`src/hw/sdram_pkg.sv`:
```
`default_nettype none

package sdram_pkg;

    // {ras_n, cas_n, we_n}.
    localparam logic [2:0] cmd_nop   = 3'b111;
    localparam logic [2:0] cmd_pre   = 3'b010;
    localparam logic [2:0] cmd_ref   = 3'b001;
    localparam logic [2:0] cmd_mrs   = 3'b000;
    localparam logic [2:0] cmd_act   = 3'b011;
    localparam logic [2:0] cmd_read  = 3'b101;
    localparam logic [2:0] cmd_write = 3'b100;
    localparam logic [2:0] cmd_bst   = 3'b110;

    // word address is {bank, row, column}.
    localparam int addr_w = 25;
    localparam int ba_w   = 2;
    localparam int row_w  = 13;
    localparam int col_w  = 10;
    localparam int data_w = 16;

    localparam int burst_len = 4;
    localparam int read_max  = 64;

    // timing in clock cycles.
    localparam int cas_lat          = 2;
    localparam int t_rcd            = 2;
    localparam int init_wait        = 100;
    localparam int refresh_interval = 200;

    // the device model keeps only the low address bits.
    localparam int model_addr_w = 16;
    localparam int model_depth  = 1 << model_addr_w;

    // counter widths.
    localparam int wait_w   = $clog2(init_wait);
    localparam int ref_w    = $clog2(refresh_interval);
    localparam int burst_w  = $clog2(burst_len);
    localparam int rd_cnt_w = $clog2(read_max + cas_lat);

    // cas latency 2, sequential full page, single location writes.
    localparam logic [row_w-1:0] mode_word = 13'b0_0010_0010_0111;

    // a10 high selects all banks on precharge.
    localparam logic [row_w-1:0] pre_all = 13'h0400;

endpackage

`default_nettype wire

```
`src/hw/sdram_host_if.sv`:
```
`timescale 1ns/1ps
`default_nettype none

module sdram_host_if (
    input  logic                                            clk,
    input  logic                                            arst_n,
    input  logic                                            req,
    input  logic                                            wr,
    input  logic [sdram_pkg::addr_w-1:0]                    addr,
    input  logic [sdram_pkg::data_w-1:0]                    wdata,
    output logic                                            ack,
    output logic [sdram_pkg::burst_len*sdram_pkg::data_w-1:0] rdata,
    output logic                                            start,
    output logic                                            op_wr,
    output logic [sdram_pkg::addr_w-1:0]                    op_addr,
    output logic [sdram_pkg::data_w-1:0]                    op_wdata,
    input  logic                                            rd_valid,
    input  logic                                            done,
    input  logic [sdram_pkg::data_w-1:0]                    rd_word
);

    logic busy;
    logic accept;

    // a new request only once the previous ack has been released.
    assign accept = req && !busy && !ack;

    always_ff @(posedge clk or negedge arst_n) begin
        if (!arst_n) begin
            start <= 1'b0;
            busy  <= 1'b0;
            ack   <= 1'b0;
        end else begin
            start <= 1'b0;
            if (accept) begin
                start <= 1'b1;
                busy  <= 1'b1;
            end
            if (busy && done) begin
                busy <= 1'b0;
                ack  <= 1'b1;
            end else if (ack && !req) begin
                ack <= 1'b0;
            end
        end
    end

    always_ff @(posedge clk) begin
        if (accept) begin
            op_wr    <= wr;
            op_addr  <= addr;
            op_wdata <= wdata;
        end
        // shift right so the first word lands in the low bits.
        if (rd_valid) begin
            rdata <= {rd_word, rdata[sdram_pkg::burst_len*sdram_pkg::data_w-1:sdram_pkg::data_w]};
        end
    end

endmodule

`default_nettype wire

```
`config.mk`:
```
export PLATFORM = sky130hd
export DESIGN_NAME = sdram_host_if
export DESIGN_NICKNAME = d
export VERILOG_FILES = /design/src/hw/sdram_pkg.sv /design/src/hw/sdram_host_if.sv
export SDC_FILE = /design/constraint.sdc
export NUM_CORES = 1
export LEC_CHECK = 0
export BUFFER_PORTS_ARGS = -buffer_cell sky130_fd_sc_hd__buf_2
export CORE_UTILIZATION = 45
export DETAILED_ROUTE_END_ITERATION = 10
export PLACE_DENSITY = 0.79
export SLEW_MARGIN = 20
export SYNTH_ARGS = -nofsm -noshare
export SYNTH_HDL_FRONTEND = slang
export SYNTH_SLANG_ARGS = --single-unit
```
`constraint.sdc`:
```
create_clock -name clk -period 6.6 [get_ports clk]
set_input_delay 1.32 -clock clk [delete_from_list [all_inputs] [get_ports clk]]
set_output_delay 1.32 -clock clk [all_outputs]
set_load 0.01 [all_outputs]
```
==> summary.md, run 1 <==
| Metric | Value |
|---|---|
| Status | complete, no violations |
| Avg WL per Cell | 15.8 µm |
| Vias per cell | 4.40 |
| Layout cells sized above 1 | 62.8% |
| Hold-fix buffers, CTS | 0 |
| CP required | 5.28 ns |
| Unrepaired setup endpoints after global routing | false |
| Io pins | 171 |
| CTS tree | built |
| Worst skew pair latency | 0.36 ns |
| Die area | 0.00766 mm² |
| GR Util All Layers | 16.0% |
| Max Freq | 443 MHz |
| Initial antenna violation count | 1 |
| Overall die height | 87.5 µm |
| Cell Area, Synth | 0.00329 mm² |
| Clock Sinks | 109 |
| Slowest stage delay, CP | 0.43 ns |
| Root Driver | clkbuf_8 |
| Slew HR | 48.7% |
| Max cap viols | 0 |
| Area delta synth->final | 36.1% |
| Vias in the first global route | 1,719 |
| DIE WIDTH | 87.5 µm |
| Total CTS buffers | 9 |
| Initial Utilization | 47.4% |
| Seq cells post-synth | 109 |
| Setup crit end kind | output pin |
| CP arrival | 0.94 ns |
| Final worst path period share | 34.2% |
| CORE AREA | 0.00694 mm² |
| Tmin final | 2.26 ns |
| Startpoint type of the worst setup path | flip-flop |
| Syn avg cell area | 29.1 µm² |
| Port Buf Inserts | 170 |
| Largest net degree at the start of global routing | 65 |
| Synth cell types | 6 |
| Slowest-stage cell, CP | dfrtp_1 |
| HP Class | reg -> reg |
| Final WL | 6270 µm |
| Std-Cell Rows | 30 |
| Final core occ | 64.5% |
| Fin. max-slew vios | 0 |
| Final hold vios | 0 |
| Fin Setup TNS | 0 ns |
| Routability congestion estimate | 0.747 |
| CP Max Fanout | 3 |
| Critical path cell sequence | buf_2 |
| Top delay family on crit path | flip-flops |
| Syn Inst Count | 113 |
| Cts repair resizes | 0 |
| Antenna cell count | 0 |
| Final Cell Area | 0.00448 mm² |
| Least-Margin Pin Slew | 0.769 ns |
| DRC viols | 0 |
| Antenna viol nets, final | 0 |
| Register area share after synthesis | 99.0% |
| First-pass GRT wire length | 8640 µm |
| Placed cell areas | 0.00428 mm² |
| Ys Warns | 0 |
| Routed vias | 1,746 |
| Lkg Pwr | 1.86 nW |
| Setup Fix Bufs, Post-CTS | 0 |
| Pwr dens | 313 mW/mm² |
| Filler Cell Count | 494 |
| Synthesized net count | 176 |
| Buf/Inv on CP | 1 |
| # H-tree levels | 3 |
| Detail Placement HPWL | 4580 µm |
| Pre-antenna DRT Iters | 4 |
| CP Class | reg -> out |
| Fin nets | 359 |
| VDD IR max | 237 µV |
| # setup viols final | 0 |
| Total global routing overflow | 0 |
| Worst-path clk slew | 0.11 ns |
| Clk_skew | 0.0104 ns |
| Worst-case clock buffer depth | 2 |
| Initial DRC Count | 72 |
==> layout by cell type (no fill, tap or decap), drive strengths merged <==
cell,instances
a21o,1
nor3b,1
bufinv,1
clkinv,2
clkinvlp,1
a22o,1
buf,172
edfxtp,106
inv,3
dfrtp,3
clkbuf,10
==> Yosys cell counts <==
master    instances  share of area [%]
a21o_1            1               0.23
a22o_2            1               0.30
dfrtp_1           3                2.3
edfxtp_1        106                 97
inv_1             1               0.11
nor3b_2           1               0.38
==> logic make-up (layout without fill, tap and decap cells) <==
group	Yosys count	after routing	share of synthesized area, %
simple gates	1	1	0.380
flops	109	109	99.0
compound gates	2	2	0.532
buf+inv	1	189	0.114
==> area by class of cell <==
cell class | count | area (µm²) | area share (%)
timing repair buffer | 172 | 866 | 19.3
inverter | 1 | 3.75 | 0.0838
clock inverter | 6 | 68.8 | 1.54
clock buffer | 10 | 128 | 2.85
sequential | 109 | 3260 | 72.7
multi-input combinational | 3 | 36.3 | 0.810
tap | 96 | 120 | 2.68
==> worst paths after layout <==
kind | startpoint | slack (ns) | end | cells past startpoint
min in group asynchronous | arst_n | 0.74 | ack | 1
max in group asynchronous | arst_n | 5.75 | start | 1
setup / recovery | ack | 4.34 | ack | 1
setup reg to reg | busy | 5.03 | op_wdata[12] | 2
hold reg to reg | rdata[25] | 0.44 | rdata[9] | 0
hold / removal | rdata[25] | 0.44 | rdata[9] | 0
==> power breakdown <==
group          internal (W)  switching, W  leakage, nW
registers          0.000839     0.0000232         1.06
clock network      0.000179      0.000219       0.0973
logic             0.0000568     0.0000869        0.704
==> metrics by stage <==
step           instances  power, W  hold slack [ns]  setup slack [ns]
2_1_floorplan        113  0.000930            0.497              3.13
3_3_place_gp         381   0.00102            0.423              4.10
3_5_place_dp         381   0.00103            0.429              4.05
4_1_cts              397   0.00142            0.446              4.32
5_1_grt              397   0.00145            0.459              4.28
6_report             397   0.00140            0.440              4.34
==> routing by layer <==
metal	routed length, µm	part of all wire [%]	up-vias	track usage [%]
met1	2350	37	847	18.5
li1	-	-	819	-
met3	386	6.2	13	5.56
met5	0	0	-	0
met2	3380	54	67	26.4
met4	155	2.5	0	8.64
==> flip-flops by register name, summed over array words and instances, names as in the netlist <==
name	flops
start	1
busy	1
rdata	64
op_wr	1
ack	1
op_wdata	16
op_addr	25
Note: power is estimated with default switching activity, not from simulation.
==> run 2: changes to the inputs <==
--- a/config.mk
+++ b/config.mk
@@ -5,10 +5,11 @@
 export SDC_FILE = /design/constraint.sdc
 export NUM_CORES = 1
 export LEC_CHECK = 0
+export ABC_AREA = 1
 export BUFFER_PORTS_ARGS = -buffer_cell sky130_fd_sc_hd__buf_2
-export CORE_UTILIZATION = 45
+export CORE_UTILIZATION = 44
 export DETAILED_ROUTE_END_ITERATION = 10
-export PLACE_DENSITY = 0.79
+export PLACE_DENSITY = 0.77
 export SLEW_MARGIN = 20
 export SYNTH_ARGS = -nofsm -noshare
 export SYNTH_HDL_FRONTEND = slang
==> constraint.sdc (replaced) <==
create_clock -name clk -period 2.14 [get_ports clk]
set_input_delay 0.428 -clock clk [delete_from_list [all_inputs] [get_ports clk]]
set_output_delay 0.428 -clock clk [all_outputs]
set_load 0.01 [all_outputs]
==> run 2 against run 1 <==
  * Clock skew about the same
  * Wire length is 1.2% higher
  * Sequential power grew to 3.1 times the previous value
  * Final cell count is 2.8% higher
  * Register-to-register slack got worse by 4.3 ns
  * Utilization decreased by 2.2 points
  * Power increased to 3.1 times the previous value
  * Count of clock-buffer cells in the layout is the same
  * Critical path depth is 3 higher
  * Highest routed layer unchanged
==> summary.md, run 2 <==
| Metric | Value |
|---|---|
| DRC viols | 0 |
| Setup Fix Bufs, Post-CTS | 0 |
| CP required | 2.14 ns |
| Worst r2r src | busy |
| CP Class | reg -> reg |
| Post-route insts no fill | 408 |
| Fin Setup TNS | 0 ns |
| Seq cells post-synth | 109 |
| Clk_skew | 0.0106 ns |
| Hold endpoint | op_addr[21] |
| Hold path depth | 1 |
| Most numerous cell in the Yosys netlist | edfxtp_1 |
| Fin nets | 367 |
| Vias in the first global route | 1,676 |
| Largest Register | rdata |
| Most common cell after layout, fill and taps aside | buf_2 |
| Area delta synth->final | 37.2% |
| VDD IR max | 574 µV |
| Seq pwr share | 61.4% |
| Clock power share | 28.2% |
| Register area share after synthesis | 99.0% |
| Routability congestion estimate | 0.761 |
| Setup crit end kind | flip-flop |
| Combinational share of power | 10.4% |
| Startpoint type of the worst setup path | flip-flop |
| DIE WIDTH | 88.5 µm |
| Hold Crit Start | addr[21] |
| Least-Margin Pin Slew | 0.523 ns |
| Largest net degree at the start of global routing | 44 |
| Layout cells sized above 1 | 61.2% |
| Max Freq | 696 MHz |
| Reg2reg end | op_addr[14] |
| Std-Cell Rows | 31 |
| Cts repair resizes | 0 |
| Worst skew pair latency | 0.36 ns |
| CP arrival | 1.44 ns |
| CTS tree | built |
| Commonest cells after routing, fill and taps aside | buf_2 (170), edfxtp_1 (106), clkbuf_8 (9) |
| # setup viols final | 0 |
| Pint | 0.00331 W |
| Synthesized net count | 181 |
| Ys Warns | 0 |
| Port Buf Inserts | 170 |
| Antenna cell count | 0 |
| Pre-antenna DRT Iters | 4 |
| Sw Pwr | 0.00101 W |
| Io pins | 171 |
| Routed vias | 1,790 |
| Sw frac | 23.3% |
| Yosys top cell by area | edfxtp_1 |
| Synth cell types | 5 |
| Clock Sinks | 109 |
| Pwr dens | 956 mW/mm² |
| Lkg Pwr | 1.88 nW |
| Reg2reg path depth | 4 |
| Max cap viols | 0 |
| Initial DRC Count | 92 |
| Top_reg_cell synth | edfxtp_1 |
| Initial Utilization | 45.4% |
| Yosys top cell area share | 96.7% |
| Largest register FFs | 64 |
| CP Max Fanout | 43 |
| Final WL | 6350 µm |
| First-pass GRT wire length | 8470 µm |
| HP Class | in -> reg |
| Placed cells | 391 |
| Cell Area, Synth | 0.00329 mm² |
| Final worst path period share | 67.2% |
| Final hold vios | 0 |
| Syn Inst Count | 118 |
| Unrepaired setup endpoints after global routing | false |
| Die area | 0.00783 mm² |
| Post-synth EDFFs | 106 |
| Root Driver | clkbuf_8 |
| GR Util All Layers | 15.5% |
| Asr flop ratio synth | 2.75% |
| # H-tree levels | 3 |
| Overall die height | 88.5 µm |
| Initial antenna violation count | 0 |
| Synth top cells by count | edfxtp_1 (106), nand2_1 (6), dfrtp_1 (3), inv_1 (2), nor2_1 (1) |
| CORE AREA | 0.00725 mm² |
| Reg-to-reg slack, setup | 0.70 ns |
| Syn avg cell area | 27.9 µm² |
| Slew HR | 65.2% |
| Status | complete, no violations |
| Detail Placement HPWL | 4750 µm |
| Fin. max-slew vios | 0 |
| Largest regs | rdata (64), op_addr (25), op_wdata (16) |
| Vias per cell | 4.39 |
| Hold-fix buffers, CTS | 1 |
| Tmin final | 1.44 ns |
| Avg WL per Cell | 15.6 µm |
| Worst-path clk slew | 0.10 ns |
| Total global routing overflow | 0 |
| Top cells by area, synth | edfxtp_1 (97%), dfrtp_1 (2.3%), nand2_1 (0.68%) |
| Antenna viol nets, final | 0 |
| Worst-case clock buffer depth | 2 |
| Total CTS buffers | 9 |
[run 2: changes by cell type after synthesis]
cell and change:
a21o_1 -1, a22o_2 -1, inv_1 +1, nand2_1 +6, nor2_1 +1, nor3b_2 -1
[run 2: routing by layer]
metal | GRT usage [%] | share of wire (%) | vias to the layer above
li1 | - | - | 837
met1 | 18.9 | 40 | 879
met2 | 26.2 | 54 | 64
met3 | 4.94 | 4.4 | 10
met4 | 5.72 | 1.3 | 0
met5 | 0 | 0 | -
[run 2: area by class of cell]
type	count	area [µm²]
well taps	99	124
repair buffers	175	903
clock buffers	10	128
fillers	561	2740
flip-flops and latches	109	3260
clock inverters	6	70.1
multi-input cells	7	26.3
inverters	2	7.51
[run 2: worst max path at each step]
stage	startpoint	end	slack (ns)	cells after the start
floorplan	ack	op_addr[0]	0.34	3
global placement	req	op_addr[23]	0.70	4
detailed placement	req	op_wdata[2]	0.66	4
CTS	busy	op_wdata[7]	0.69	4
global route	busy	op_wdata[7]	0.58	4
finish	busy	op_addr[14]	0.70	4
[run 2: power groups by stage]
stage	clock network [W]	logic, W	registers [W]
after floorplan	0	0.0000574	0.00281
final	0.00122	0.000447	0.00265
after global routing	0.00132	0.000487	0.00268
after CTS	0.00126	0.000455	0.00266
after detailed placement	0	0.000453	0.00271
after global placement	0	0.000440	0.00270
[run 2: worst max-delay path: stages (launching register included)]
cell and delay, ns:
dfrtp_1 0.40, nor2_1 0.10, nand2_1 0.07, inv_1 0.05, buf_4 0.44
[run 2: logic make-up (layout without fill, tap and decap cells)]
| kind of cell | after synthesis | in the layout | share of synthesized area (%) |
|---|---|---|---|
| flops | 109 | 109 | 99.0 |
| simple gates | 7 | 7 | 0.798 |
| buf+inv | 2 | 193 | 0.228 |
[run 2: per-stage QoR]
step	power, W	hold slack (ns)	util, %	worst slack (ns)	instance area [µm²]
floorplan	0.00286	0.132	-	0.340	3290
global placement	0.00314	0.224	59.4	0.704	4310
detailed placement	0.00316	0.226	59.4	0.658	4310
CTS	0.00437	0.224	62.3	0.685	4520
global route	0.00449	0.209	62.3	0.582	4520
finish	0.00432	0.237	62.3	0.703	4520
==> run 3: changes to the inputs <==
--- a/config.mk
+++ b/config.mk
@@ -7,9 +7,9 @@
 export LEC_CHECK = 0
 export ABC_AREA = 1
 export BUFFER_PORTS_ARGS = -buffer_cell sky130_fd_sc_hd__buf_2
-export CORE_UTILIZATION = 44
+export CORE_UTILIZATION = 40
 export DETAILED_ROUTE_END_ITERATION = 10
-export PLACE_DENSITY = 0.77
+export PLACE_DENSITY = 0.74
 export SLEW_MARGIN = 20
 export SYNTH_ARGS = -nofsm -noshare
 export SYNTH_HDL_FRONTEND = slang
==> constraint.sdc (replaced) <==
create_clock -name clk -period 1.2 [get_ports clk]
set_input_delay 0.24 -clock clk [delete_from_list [all_inputs] [get_ports clk]]
set_output_delay 0.24 -clock clk [all_outputs]
set_load 0.01 [all_outputs]
==> run 3 against run 2 <==
  * The run now ends with negative setup slack left
  * Sequential power increased by 78%
  * First-iteration DRC count decreased by 33%
  * Register-to-register slack got worse by 0.76 ns
  * Critical path type unchanged
==> summary.md, run 3 (same netlist as run 2, synthesis figures left out) <==
| Metric | Value |
|---|---|
| Seq pwr share | 60.6% |
| CORE AREA | 0.00785 mm² |
| Top delay family on crit path | flip-flops |
| Avg WL per Cell | 15.6 µm |
| Detail Placement HPWL | 5040 µm |
| Total global routing overflow | 0 |
| First-pass GRT wire length | 9830 µm |
| Die area | 0.00860 mm² |
| Clock Sinks | 109 |
| Commonest cells after routing, fill and taps aside | buf_2 (165), edfxtp_1 (106), buf_4 (19) |
| CP arrival | 1.30 ns |
| Total CTS buffers | 9 |
| Initial Utilization | 41.9% |
| VDD IR max | 887 µV |
| DIE WIDTH | 92.7 µm |
| Port Buf Inserts | 170 |
| CP required | 1.25 ns |
| Worst-case clock buffer depth | 2 |
| Antenna viol nets, final | 0 |
| Max Freq | 797 MHz |
| Placed cell areas | 0.00436 mm² |
| CTS tree | built |
| Sw Pwr | 0.00179 W |
| Fin worst setup slack | -0.0540 ns |
| Met2 Track Usage GR | 28.7% |
| Antenna cell count | 0 |
| Slowest stage delay, CP | 0.39 ns |
| Clock power share | 26.7% |
| Placed cells | 397 |
| Final Cell Area | 0.00474 mm² |
| Pint | 0.00603 W |
| Startpoint type of the worst setup path | flip-flop |
| Met1 global-route usage | 18.1% |
| Post-route insts no fill | 431 |
| Initial DRC Count | 62 |
| Failing checks | negative setup slack |
| CP Max Fanout | 32 |
| # H-tree levels | 3 |
| Layout cells sized above 1 | 63.8% |
| Combinational share of power | 12.7% |
| Root Driver | clkbuf_8 |
| # setup viols final | 33 |
| DRC viols | 0 |
| Routability congestion estimate | 0.716 |
| Fin nets | 387 |
| Buf/Inv on CP | 2 |
| Most common cell after layout, fill and taps aside | buf_2 |
| Clk_skew | 0.0149 ns |
| Least-Margin Pin Slew | 0.236 ns |
| Worst-path clk slew | 0.10 ns |
| Sw frac | 22.9% |
| Initial antenna violation count | 0 |
| Pre-antenna DRT Iters | 5 |
| Tmin final | 1.25 ns |
| Largest regs | rdata (64), op_addr (25), op_wdata (16) |
| Critical path cell sequence | nor2_1 > nand2_2 > clkinvlp_4 > buf_12 |
| Tot Pwr | 0.00781 W |
| Slowest-stage cell, CP | dfrtp_1 |
| Slew HR | 84.3% |
| Largest register FFs | 64 |
| Pwr dens | 1650 mW/mm² |
| Largest Register | rdata |
| Filler Cell Count | 616 |
| HP Class | in -> reg |
| GR Util All Layers | 16.0% |
| Overall die height | 92.7 µm |
| Reg-to-reg slack, setup | -0.05 ns |
| Busiest layer in global routing | met2 |
| Vias per cell | 4.28 |
| Area delta synth->final | 43.9% |
| Vias in the first global route | 1,857 |
| Routed vias | 1,846 |
| Unrepaired setup endpoints after global routing | true |
| Setup crit end kind | flip-flop |
| CP Class | reg -> reg |
| Final WL | 6730 µm |
| Io pins | 171 |
| WHS | 0.0574 ns |
| Fin. max-slew vios | 0 |
| Pre-CTS setup slack | 0.00456 ns |
| Grt met3 use | 3.12% |
| Lkg Pwr | 1.99 nW |
| Final hold vios | 0 |
| Status | finished with violations |
| Max cap viols | 0 |
| Worst skew pair latency | 0.35 ns |
| Largest net degree at the start of global routing | 33 |
| Std-Cell Rows | 32 |
| Final worst path period share | 105% |
-- run 3: cell types whose count changed in the layout (fill, tap and decap cells not counted), sizes merged --
cell,before,now
inv,4,2
clkinv,0,2
buf,174,194
-- run 3: layer usage --
| layer | up-vias | routed length, µm |
|---|---|---|
| met1 | 884 | 2490 |
| met5 | - | 0 |
| li1 | 877 | - |
| met4 | 0 | 107 |
| met2 | 75 | 3860 |
| met3 | 10 | 274 |
-- run 3: worst reg2reg max path, delay by kind of cell, from the launching register on --
kind          cells  cell delay (ns)
flops             1             0.39
buf+inv           2             0.33
simple gates      2             0.22
-- run 3: final timing paths --
| kind | cells after the start | endpoint | startpoint |
|---|---|---|---|
| max | 4 | op_addr[23] | busy |
| min | 1 | op_addr[13] | addr[13] |
| max reg2reg | 4 | op_addr[23] | busy |
| min reg2reg | 0 | rdata[18] | rdata[34] |
| max in group asynchronous | 2 | ack | arst_n |
| min in group asynchronous | 2 | busy | arst_n |
-- run 3: power groups by stage --
stage / Sequential, W / Combinational [W] / Clock [W]
2_1_floorplan: 0.00500 / 0.000108 / 0
3_3_place_gp: 0.00481 / 0.000861 / 0
3_5_place_dp: 0.00483 / 0.000885 / 0
4_1_cts: 0.00474 / 0.000936 / 0.00216
5_1_grt: 0.00477 / 0.00106 / 0.00231
6_report: 0.00473 / 0.000993 / 0.00209
-- run 3: per-stage QoR --
| stage | utilization (%) | TNS [ns] |
|---|---|---|
| floorplan | - | -14.47 |
| global placement | 55.6 | 0 |
| detailed placement | 55.6 | 0 |
| CTS | 59.0 | -0.297 |
| global route | 60.4 | -2.95 |
| finish | 60.4 | -1.41 |
-- run 3: final cells by class --
class | count | area [µm²] | area share, %
Clock inverter | 6 | 62.6 | 1.32
Timing Repair Buffer | 195 | 1120 | 23.7
Multi-Input combinational cell | 7 | 28.8 | 0.608
Tap cell | 102 | 128 | 2.69
Inverter | 2 | 11.3 | 0.238
Clock buffer | 10 | 128 | 2.69
Sequential cell | 109 | 3260 | 68.8
-- run 3: what timing repair did --
item	4_1_cts	5_1_grt
buffers inserted	6	11
hold endpoints to repair	3	0
gates resized for setup	4	5
setup endpoints to repair	41	63
pin swaps	0	0
hold buffers	1	0
